===== src/logic/decode_pkg.sv =====
`default_nettype none

package decode_pkg;

  typedef logic [31:0] xlen_t;
  typedef logic [31:0] instr_t;
  typedef logic [4:0]  reg_addr_t;

  // RV32I major opcodes, low two bits included.
  localparam logic [6:0] opc_lui    = 7'b0110111;
  localparam logic [6:0] opc_auipc  = 7'b0010111;
  localparam logic [6:0] opc_jal    = 7'b1101111;
  localparam logic [6:0] opc_jalr   = 7'b1100111;
  localparam logic [6:0] opc_branch = 7'b1100011;
  localparam logic [6:0] opc_load   = 7'b0000011;
  localparam logic [6:0] opc_store  = 7'b0100011;
  localparam logic [6:0] opc_op_imm = 7'b0010011;
  localparam logic [6:0] opc_op     = 7'b0110011;
  localparam logic [6:0] opc_fence  = 7'b0001111;
  localparam logic [6:0] opc_system = 7'b1110011;

  typedef enum logic [3:0] {
    alu_add,
    alu_sub,
    alu_sll,
    alu_slt,
    alu_sltu,
    alu_xor,
    alu_srl,
    alu_sra,
    alu_or,
    alu_and
  } alu_op_t;

  typedef enum logic [3:0] {
    class_alu,
    class_lui,
    class_auipc,
    class_jal,
    class_jalr,
    class_branch,
    class_load,
    class_store,
    class_system,
    class_fence,
    class_illegal
  } op_class_t;

  // Machine-mode trap cause codes.
  typedef enum logic [3:0] {
    cause_none                = 4'd0,
    cause_illegal_instruction = 4'd2,
    cause_breakpoint          = 4'd3,
    cause_env_call_mach       = 4'd11
  } ecause_t;

  typedef struct packed {
    logic      valid;
    xlen_t     pc;
    xlen_t     npc;
    instr_t    instr;
    reg_addr_t waddr;
    reg_addr_t raddr1;
    reg_addr_t raddr2;
  } slot_t;

  typedef struct packed {
    xlen_t      imm;
    logic       wren;
    logic       rden1;
    logic       rden2;
    op_class_t  op_class;
    alu_op_t    alu_op;
    logic [2:0] funct3;
    logic       legal;
    logic       ecall;
    logic       ebreak;
  } decode_info_t;

  typedef struct packed {
    logic      valid;
    xlen_t     pc;
    xlen_t     npc;
    instr_t    instr;
    reg_addr_t waddr;
    reg_addr_t raddr1;
    reg_addr_t raddr2;
    xlen_t     imm;
    logic      wren;
    op_class_t op_class;
    alu_op_t   alu_op;
    logic      exception;
    ecause_t   ecause;
  } lane_out_t;

  typedef struct packed {
    logic      load;
    reg_addr_t waddr;
  } exec_info_t;

endpackage

`default_nettype wire


===== src/logic/decode_stage.sv =====
`timescale 1ns/1ns
`default_nettype none

module decode_stage import decode_pkg::*; #(
  parameter int LANES = 2
) (
  input  logic                      clock,
  input  logic                      reset,
  input  slot_t [LANES-1:0]         slots,
  input  decode_info_t [LANES-1:0]  infos,
  input  exec_info_t                exec_info,
  input  logic                      hold,
  input  logic                      clear,
  output lane_out_t [LANES-1:0]     lanes,
  output logic                      stall
);

  lane_out_t [LANES-1:0] lanes_next;
  logic                  hazard;

  always_comb begin
    hazard = 1'b0;
    for (int i = 0; i < LANES; i++) begin
      lanes_next[i].valid     = slots[i].valid;
      lanes_next[i].pc        = slots[i].pc;
      lanes_next[i].npc       = slots[i].npc;
      lanes_next[i].instr     = slots[i].instr;
      lanes_next[i].waddr     = slots[i].waddr;
      lanes_next[i].raddr1    = slots[i].raddr1;
      lanes_next[i].raddr2    = slots[i].raddr2;
      lanes_next[i].imm       = infos[i].imm;
      lanes_next[i].wren      = infos[i].wren;
      lanes_next[i].op_class  = infos[i].op_class;
      lanes_next[i].alu_op    = infos[i].alu_op;
      lanes_next[i].exception = 1'b0;
      lanes_next[i].ecause    = cause_none;

      // Illegal first, then ebreak, then ecall.
      if (slots[i].valid) begin
        if (!infos[i].legal) begin
          lanes_next[i].exception = 1'b1;
          lanes_next[i].ecause    = cause_illegal_instruction;
        end else if (infos[i].ebreak) begin
          lanes_next[i].exception = 1'b1;
          lanes_next[i].ecause    = cause_breakpoint;
        end else if (infos[i].ecall) begin
          lanes_next[i].exception = 1'b1;
          lanes_next[i].ecause    = cause_env_call_mach;
        end
      end

      // Load-use against the instruction in execute; x0 never waits.
      if (slots[i].valid && exec_info.load && exec_info.waddr != 5'd0) begin
        if ((infos[i].rden1 && slots[i].raddr1 == exec_info.waddr) ||
            (infos[i].rden2 && slots[i].raddr2 == exec_info.waddr)) begin
          hazard = 1'b1;
        end
      end
    end

    // Bubble on stall or flush.
    if (hazard || clear) begin
      for (int i = 0; i < LANES; i++) begin
        lanes_next[i].valid     = 1'b0;
        lanes_next[i].exception = 1'b0;
        lanes_next[i].ecause    = cause_none;
      end
    end
  end

  assign stall = hazard & ~clear;

  always_ff @(posedge clock) begin
    if (!reset) begin
      for (int i = 0; i < LANES; i++) begin
        lanes[i].valid     <= 1'b0;
        lanes[i].exception <= 1'b0;
        lanes[i].ecause    <= cause_none;
      end
    end else if (!hold) begin
      lanes <= lanes_next;
    end
  end

endmodule

`default_nettype wire


===== src/logic/decode_top.sv =====
`timescale 1ns/1ns
`default_nettype none

module decode_top import decode_pkg::*; #(
  parameter int LANES = 2
) (
  input  logic                   clock,
  input  logic                   reset,
  input  logic [LANES-1:0]       bundle_valid,
  input  xlen_t [LANES-1:0]      bundle_pc,
  input  instr_t [LANES-1:0]     bundle_instr,
  input  exec_info_t             exec_info,
  input  logic                   hold,
  input  logic                   clear,
  output lane_out_t [LANES-1:0]  lanes,
  output logic                   stall
);

  slot_t [LANES-1:0]        slots;
  decode_info_t [LANES-1:0] infos;

  fetch_slot_split #(
    .LANES(LANES)
  ) u_split (
    .bundle_valid(bundle_valid),
    .bundle_pc(bundle_pc),
    .bundle_instr(bundle_instr),
    .slots(slots)
  );

  // One decoder per lane.
  for (genvar g = 0; g < LANES; g++) begin : gen_lane
    instr_decoder u_decoder (
      .instr(slots[g].instr),
      .info(infos[g])
    );
  end

  decode_stage #(
    .LANES(LANES)
  ) u_stage (
    .clock(clock),
    .reset(reset),
    .slots(slots),
    .infos(infos),
    .exec_info(exec_info),
    .hold(hold),
    .clear(clear),
    .lanes(lanes),
    .stall(stall)
  );

endmodule

`default_nettype wire


===== src/logic/fetch_slot_split.sv =====
`timescale 1ns/1ns
`default_nettype none

module fetch_slot_split import decode_pkg::*; #(
  parameter int LANES = 2
) (
  input  logic [LANES-1:0]   bundle_valid,
  input  xlen_t [LANES-1:0]  bundle_pc,
  input  instr_t [LANES-1:0] bundle_instr,
  output slot_t [LANES-1:0]  slots
);

  always_comb begin
    for (int i = 0; i < LANES; i++) begin
      slots[i].valid = bundle_valid[i];
      slots[i].pc    = bundle_pc[i];
      slots[i].instr = bundle_instr[i];

      // Standard RV32 register field positions.
      slots[i].waddr  = bundle_instr[i][11:7];
      slots[i].raddr1 = bundle_instr[i][19:15];
      slots[i].raddr2 = bundle_instr[i][24:20];

      // A compressed encoding only changes the pc step here.
      if (bundle_instr[i][1:0] == 2'b11) begin
        slots[i].npc = bundle_pc[i] + 32'd4;
      end else begin
        slots[i].npc = bundle_pc[i] + 32'd2;
      end
    end
  end

endmodule

`default_nettype wire


===== src/logic/instr_decoder.sv =====
`timescale 1ns/1ns
`default_nettype none

module instr_decoder import decode_pkg::*; (
  input  instr_t       instr,
  output decode_info_t info
);

  logic [6:0] opcode;
  logic [2:0] funct3;
  logic [6:0] funct7;
  xlen_t      imm_i;
  xlen_t      imm_s;
  xlen_t      imm_b;
  xlen_t      imm_u;
  xlen_t      imm_j;
  alu_op_t    arith_op;

  assign opcode = instr[6:0];
  assign funct3 = instr[14:12];
  assign funct7 = instr[31:25];

  // Sign-extended immediates for every format.
  assign imm_i = {{20{instr[31]}}, instr[31:20]};
  assign imm_s = {{20{instr[31]}}, instr[31:25], instr[11:7]};
  assign imm_b = {{19{instr[31]}}, instr[31], instr[7], instr[30:25], instr[11:8], 1'b0};
  assign imm_u = {instr[31:12], 12'b0};
  assign imm_j = {{11{instr[31]}}, instr[31], instr[19:12], instr[20], instr[30:21], 1'b0};

  // Sub only exists in OP; srai shares funct7 bit 5 with sra.
  always_comb begin
    case (funct3)
      3'b000:  arith_op = (opcode == opc_op && funct7[5]) ? alu_sub : alu_add;
      3'b001:  arith_op = alu_sll;
      3'b010:  arith_op = alu_slt;
      3'b011:  arith_op = alu_sltu;
      3'b100:  arith_op = alu_xor;
      3'b101:  arith_op = funct7[5] ? alu_sra : alu_srl;
      3'b110:  arith_op = alu_or;
      default: arith_op = alu_and;
    endcase
  end

  always_comb begin
    info          = '0;
    info.op_class = class_illegal;
    info.alu_op   = alu_add;
    info.funct3   = funct3;
    info.legal    = 1'b1;
    case (opcode)
      opc_lui: begin
        info.op_class = class_lui;
        info.imm      = imm_u;
        info.wren     = 1'b1;
      end
      opc_auipc: begin
        info.op_class = class_auipc;
        info.imm      = imm_u;
        info.wren     = 1'b1;
      end
      opc_jal: begin
        info.op_class = class_jal;
        info.imm      = imm_j;
        info.wren     = 1'b1;
      end
      opc_jalr: begin
        info.op_class = class_jalr;
        info.imm      = imm_i;
        info.wren     = 1'b1;
        info.rden1    = 1'b1;
      end
      opc_branch: begin
        info.op_class = class_branch;
        info.imm      = imm_b;
        info.rden1    = 1'b1;
        info.rden2    = 1'b1;
      end
      opc_load: begin
        info.op_class = class_load;
        info.imm      = imm_i;
        info.wren     = 1'b1;
        info.rden1    = 1'b1;
      end
      opc_store: begin
        info.op_class = class_store;
        info.imm      = imm_s;
        info.rden1    = 1'b1;
        info.rden2    = 1'b1;
      end
      opc_op_imm: begin
        info.op_class = class_alu;
        info.imm      = imm_i;
        info.wren     = 1'b1;
        info.rden1    = 1'b1;
        info.alu_op   = arith_op;
        if (funct3 == 3'b001 && funct7 != 7'b0000000) begin
          info.legal = 1'b0;
        end
        if (funct3 == 3'b101 && funct7 != 7'b0000000 && funct7 != 7'b0100000) begin
          info.legal = 1'b0;
        end
      end
      opc_op: begin
        info.op_class = class_alu;
        info.wren     = 1'b1;
        info.rden1    = 1'b1;
        info.rden2    = 1'b1;
        info.alu_op   = arith_op;
        if (funct7 == 7'b0100000) begin
          info.legal = (funct3 == 3'b000) || (funct3 == 3'b101);
        end else if (funct7 != 7'b0000000) begin
          info.legal = 1'b0;
        end
      end
      opc_fence: begin
        info.op_class = class_fence;
      end
      opc_system: begin
        info.op_class = class_system;
        info.imm      = imm_i;
        info.ecall    = (funct3 == 3'b000) && (instr[31:20] == 12'h000);
        info.ebreak   = (funct3 == 3'b000) && (instr[31:20] == 12'h001);
      end
      default: begin
        info.legal = 1'b0;
      end
    endcase

    // Nothing of an illegal word may reach the register files.
    if (!info.legal) begin
      info.op_class = class_illegal;
      info.wren     = 1'b0;
      info.rden1    = 1'b0;
      info.rden2    = 1'b0;
    end
  end

endmodule

`default_nettype wire

===== config.mk =====
export PLATFORM = sky130hd
export DESIGN_NAME = decode_top
export DESIGN_NICKNAME = d
export VERILOG_FILES = /design/src/logic/decode_pkg.sv /design/src/logic/decode_stage.sv /design/src/logic/decode_top.sv /design/src/logic/fetch_slot_split.sv /design/src/logic/instr_decoder.sv
export SDC_FILE = /design/constraint.sdc
export NUM_CORES = 1
export LEC_CHECK = 0
export BUFFER_PORTS_ARGS = -buffer_cell sky130_fd_sc_hd__buf_2
export CAP_MARGIN = 5
export CORE_AREA = 2 2 180 182
export CTS_CLUSTER_SIZE = 40
export DETAILED_ROUTE_END_ITERATION = 8
export DIE_AREA = 0 0 182 184
export GPL_ROUTABILITY_DRIVEN = 0
export PLACE_DENSITY_LB_ADDON = 0.15
export SLEW_MARGIN = 20
export SYNTH_ARGS = -nofsm -noshare
export SYNTH_HDL_FRONTEND = slang
export SYNTH_SLANG_ARGS = --single-unit

===== constraint.sdc =====
create_clock -name clock -period 7.4 [get_ports clock]
set_input_delay 1.48 -clock clock [delete_from_list [all_inputs] [get_ports clock]]
set_output_delay 1.48 -clock clock [all_outputs]
set_load 0.005 [all_outputs]

Word-level counts from Yosys, hierarchy flattened --
Index checks and enable logic that the tools add are counted.
Storage, ports and cells: register bits 316, input bits 140, word-level logic and storage cells 173
Operators by class: $add $sub $neg 4, equality and inequality tests 46, muxes and demuxes 47, bitwise gates (word level) 3, reduce and logical (&&, ||, !) cells 47
Operators by type and width (count):
- 32-bit case mux with 5 select lines | 2
- 4-bit case mux with 10 select lines | 2
- 32-bit by 2-bit adder with 32-bit output (second input constant) | 2
- 32-bit by 3-bit adder with 32-bit output (second input constant) | 2
- 32-bit 2-to-1 mux | 2
- 7-bit by 6-bit == test with 1-bit output (second input constant) | 8
- 7-bit == test (second input constant) | 8
- 4-bit case mux with 7 select lines | 2
- 5-bit 2-to-1 mux | 9
- 7-bit by 5-bit == test with 1-bit output (second input constant) | 4
- 12-bit by 1-bit == test with 1-bit output (second input constant) | 2
- 12-bit logical NOT | 2
- 1-bit 2-to-1 mux | 23
- 5-bit == test | 4
- 1-bit logical AND | 20
- 3-bit == test (second input constant) | 6
- 6-bit 2-to-1 mux | 3
- 9-bit OR reduction | 2
- 7-bit by 2-bit == test with 1-bit output (second input constant) | 2
- 7-bit by 4-bit == test with 1-bit output (second input constant) | 2
- 7-bit by 6-bit inequality test with 1-bit output (second input constant) | 2
- 7-bit nonzero test | 2
- 7-bit OR reduction | 2
- 3-bit by 2-bit == test with 1-bit output (second input constant) | 4
- other kinds (14) | 30

Depth between registers and ports, before layout --
word-level depth 14, mapped depth 8, mapped depth without buffers 7

By module --
Synthesis repeated with hierarchy kept, for this count alone.
Unflattened totals: cell total of the unflattened synthesis 1070, area, all modules 14436.3 um^2
By module, submodules not included:
- decode_stage | instances 1, cells an instance 398, area each 9890.7 um^2
- fetch_slot_split | instances 1, cells an instance 370, area each 2716.4 um^2
- instr_decoder | instances 2, cells an instance 151, area each 914.6 um^2

Least setup slack after synthesis --
No wires, ideal clock.
path kind input port to flip-flop, start point input port hold, end point register, netlist name u_stage.lanes[0], setup time 0.060 ns, arrival time 5.651 ns, path slack 1.689 ns, stages 4, cell sequence and2b_2 and2b_2 and2_1 a32o_1
RTL lines:
- from (decl) | RTL line decode_top.sv:13 | input logic hold,

Worst setup path after layout --
start point input port bundle_instr[4] (netlist name), end point output port stall
Between the ends: word-level cells in the longest chain between the ends 11, elaborated cells between the ends (all ways) 26
RTL lines:
- from (decl) | RTL line decode_top.sv:11 | input instr_t [LANES-1:0] bundle_instr,
- 7-bit by 4-bit == test with 1-bit output, or another cell as far along | RTL line instr_decoder.sv:50 | case (opcode)
- 9-bit OR reduction (no line), or another cell as far along
- 1-bit case mux with 3 select lines / 1-bit 2-to-1 mux (equally long branches) | RTL line instr_decoder.sv:50
- 6-bit 2-to-1 mux (*) | RTL line instr_decoder.sv:130 | if (!info.legal) begin
- 1-bit logical AND, on equally long branches | RTL line decode_stage.sv:54, decode_stage.sv:55
- 1-bit logical OR (*) | RTL line decode_stage.sv:54 | if ((infos[i].rden1 && slots[i].raddr1 == exec_info.waddr) ||
- 1-bit 2-to-1 mux (*) | RTL line decode_stage.sv:54
- 1-bit 2-to-1 mux (*) | RTL line decode_stage.sv:53 | if (slots[i].valid && exec_info.load && exec_info.waddr != 5'd0) begin
- 1-bit 2-to-1 mux | RTL line decode_stage.sv:54
- 1-bit 2-to-1 mux (*) | RTL line decode_stage.sv:53
- 1-bit bitwise AND (*) | RTL line decode_stage.sv:71 | assign stall = hazard & ~clear;
- to (decl) | RTL line decode_top.sv:16 | output logic stall
Mark *: on every way between the ends. The rest lies on a longest branch, timed or not.

==> summary.md <==
| Metric | Value |
|---|---|
| Post-DR wirelength/cell | 19.9 µm |
| Gate power share | 0.093 |
| Die ar. | 0.0335 mm² |
| Worst r2r src | u_stage.lanes[3] |
| Max Slew Vio Count | 0 |
| Root buffer cell | clkbuf_16 |
| Count leader, synth | edfxtp_1 |
| Hold Violations, Final | 0 |
| CTS Sinks | 280 |
| Clock slew at reported path FFs | 60 ps |
| Crit path max-delay family | compound AO/OA/AOI/OAI gates |
| CP max-delay cell | o311ai_2 |
| Largest net degree at the start of global routing | 146 |
| Vias | 8429 |
| Gr ovfl total | 0 |
| Area leader, netlist | edfxtp_1 |
| Max stage delay on crit path | 680 ps |
| CTS Buf Count | 30 |
| Hold Crit Depth | 1 |
| Initial antenna violation count | 0 |
| Synth cell types | 71 |
| Stages on worst setup path | 7 |
| Status | complete, no violations |
| Critical path type | primary input to output pin |
| Worst-case clock skew | 0 ps |
| Worst rel slew slack | 0.280 |
| CP Capture Type | output pin |
| Synthesized area | 0.0120 mm² |
| Clk Latency, worst-skew pair | 550 ps |
| VDD IR-drop max | 0.000161 V |
| Worst Max-Slew Pin Slew | 1080 ps |
| Critical Path Source Type | primary input |
| Commonest cells in the netlist | edfxtp_1, nand2_1, xnor2_1 |
| Pre-antenna DRT Iters | 5 |
| Reg2reg path depth | 2 |
| WP data arrival | 3410 ps |
| NetSw | 0.840 mW |
| Hold wc startpoint | u_stage.lanes[158] |
| First-pass GRT wire length | 48100 µm |
| Vias in the first global route | 8088 |
| Worst path most repeated cell | buf_2 |
| CTS tree | built |
| Reg2reg setup slack | 6680 ps |
| Register area | 0.00833 mm² |
| IO Pins | 457 |
| Worst min path class | flop to flop |
| Worst path required time | 5920 ps |
| P_int | 2.92 mW |
| Post-DR vias/cell | 5.01 |
| Flop pwr share | 0.499 |
| Syn. warnings | 0 |
| Clk pwr share | 0.408 |
| Post-synth ARST share | 0 |
| Die Y | 184 µm |
| Chip width | 182 µm |
| Fin nets | 1402 |
| Tcrit/Tclk final | 0.661 |
| Post-route ant nets | 0 |
| Max FFs per register | 280 |
| Leading post-synthesis cells by cell area | edfxtp_1, xnor2_1, a21o_1 |
| Area grow syn2layout | 28.0% |
| Max FO, Critical Path | 14 |
| FP Rows | 65 |
| Post CTS Setup Buffer Count | 0 |
| Wirelength, routed | 33400 µm |
| GRT Util Overall | 0.188 |
| Setup tns final | 0 ps |
| Post-cts resize count | 0 |
| Maxcap violations | 0 |
| Worst hold endpoint | u_stage.lanes[158] |
| Core ar. | 0.0314 mm² |
| Top FF cell, synth | edfxtp_1 |
| Worst R2R End | u_stage.lanes[3] |
| H-tree levels | 1 |
| Dpl hpwl | 24600 µm |
| Leakage Power | 6.26 nW |
| Peak Freq | 205 MHz |
| Power density over the cells | 245 mW/mm² |
| Number of synthesized register bits | 280 |
| Cts hold-fix bufs | 0 |
| Sequential share of the synthesized area | 0.694 |
| WP buf/inv | 2 |
| Most flop-heavy register | u_stage.lanes |
| Filler cells | 2844 |
| Drt drc | 0 |
| CP Cell Sequence | buf_2, nor2b_1, nand3_1, o311ai_2, a22oi_4, nor2_1, buf_2 |
| Layout cell share with drive strength beyond 1 | 0.410 |
| Setup repair after global routing missed its margin | false |
| Hold Slack | 489 ps |
| Final core utilization | 0.489 |
| Synth top area share | 0.681 |
| Multi-input gate area | 0.00319 mm² |
| Cell count after synthesis | 841 |
| EDFF count, synth | 272 |
| Clk buf depth | 3 |
| Setup-failing EPs final | 0 |
| Initial Util | 0.382 |
| Top Registers | u_stage.lanes x280 |
| Syn_area_per_cell | 14.3 µm² |
| IO Port Bufs | 454 |
| Antenna Cells | 0 |
| Iteration-0 DRC Markers | 532 |
| Setup WS post-layout | 2510 ps |
| Sw Ratio | 0.223 |
| Dpl ws | 2550 ps |
| Fin crit period | 4890 ps |
[worst reg2reg max path: stages (launching register included)]
cell	delay, ps
dfxtp_1	310
and3_1	140
a31o_1	180
[worst max path at each step]
stage	to	slack, ps	start
floorplan	u_stage.lanes[0]	1690	hold
global placement	stall	2620	bundle_instr[34]
detailed placement	stall	2550	bundle_instr[4]
CTS	stall	2540	bundle_instr[4]
global route	stall	2410	bundle_instr[4]
finish	stall	2510	bundle_instr[4]
[layout by cell type, fill, tap and decap left out, types with 6 or more instances in the layout]
cell type  count
o21a_1         6
clkinv_1       9
and3_1        24
clkbuf_1       6
xor2_1        30
nand4_1       12
buf_2        454
and2_1        24
a21oi_1       18
dfxtp_1        8
nand2b_1       6
nand2_1       54
edfxtp_1     272
clkbuf_16     31
nor4_1         8
a21o_1        39
nor2_1        47
a31oi_1        8
a22o_1        13
o21ai_0       24
xnor2_1       52
nor2b_1        9
inv_1          7
nand3_1       32
nor3_1         6
[stage by stage]
step / power (mW) / std cells / area (µm²)
after floorplan: 2.07 / 842 / 12000
after global placement: 2.27 / 1628 / 14300
after detailed placement: 2.27 / 1628 / 14300
after CTS: 3.81 / 1683 / 15400
after global routing: 3.90 / 1683 / 15400
final: 3.76 / 1683 / 15400
[layout make-up]
type                            count  area share
Sequential cell                   280       0.542
Timing Repair Buffer              456       0.150
Multi-Input combinational cell    483       0.208
Inverter                            7     0.00171
Clock buffer                       37      0.0520
Clock inverter                     18      0.0134
Tap cell                          402      0.0328
[logic make-up after synthesis]
logic type | share of synthesized area
AOI/OAI and AO/OA | 0.0844
xor gates and xnor gates | 0.0599
adders and majority gates | 0.00417
buffers and inverters | 0.0404
DFF | 0.694
muxes | 0.00271
other | 0.000313
and+or+nand+nor | 0.114
[per-layer routing]
metal	part of all wire	track usage	up-vias
met5	0	0	-
met4	0.019	0.0506	0
met3	0.084	0.0479	48
met2	0.50	0.330	385
met1	0.39	0.232	4050
li1	-	-	3946
[power groups by stage]
stage          sequential (mW)  combinational, mW  clock, mW
3_5_place_dp              1.91              0.354          0
3_3_place_gp              1.91              0.355          0
6_report                  1.88              0.350       1.53
5_1_grt                   1.89              0.381       1.63
2_1_floorplan             1.93              0.134          0
4_1_cts                   1.88              0.355       1.57
Note: power is estimated with default switching activity, not from simulation.
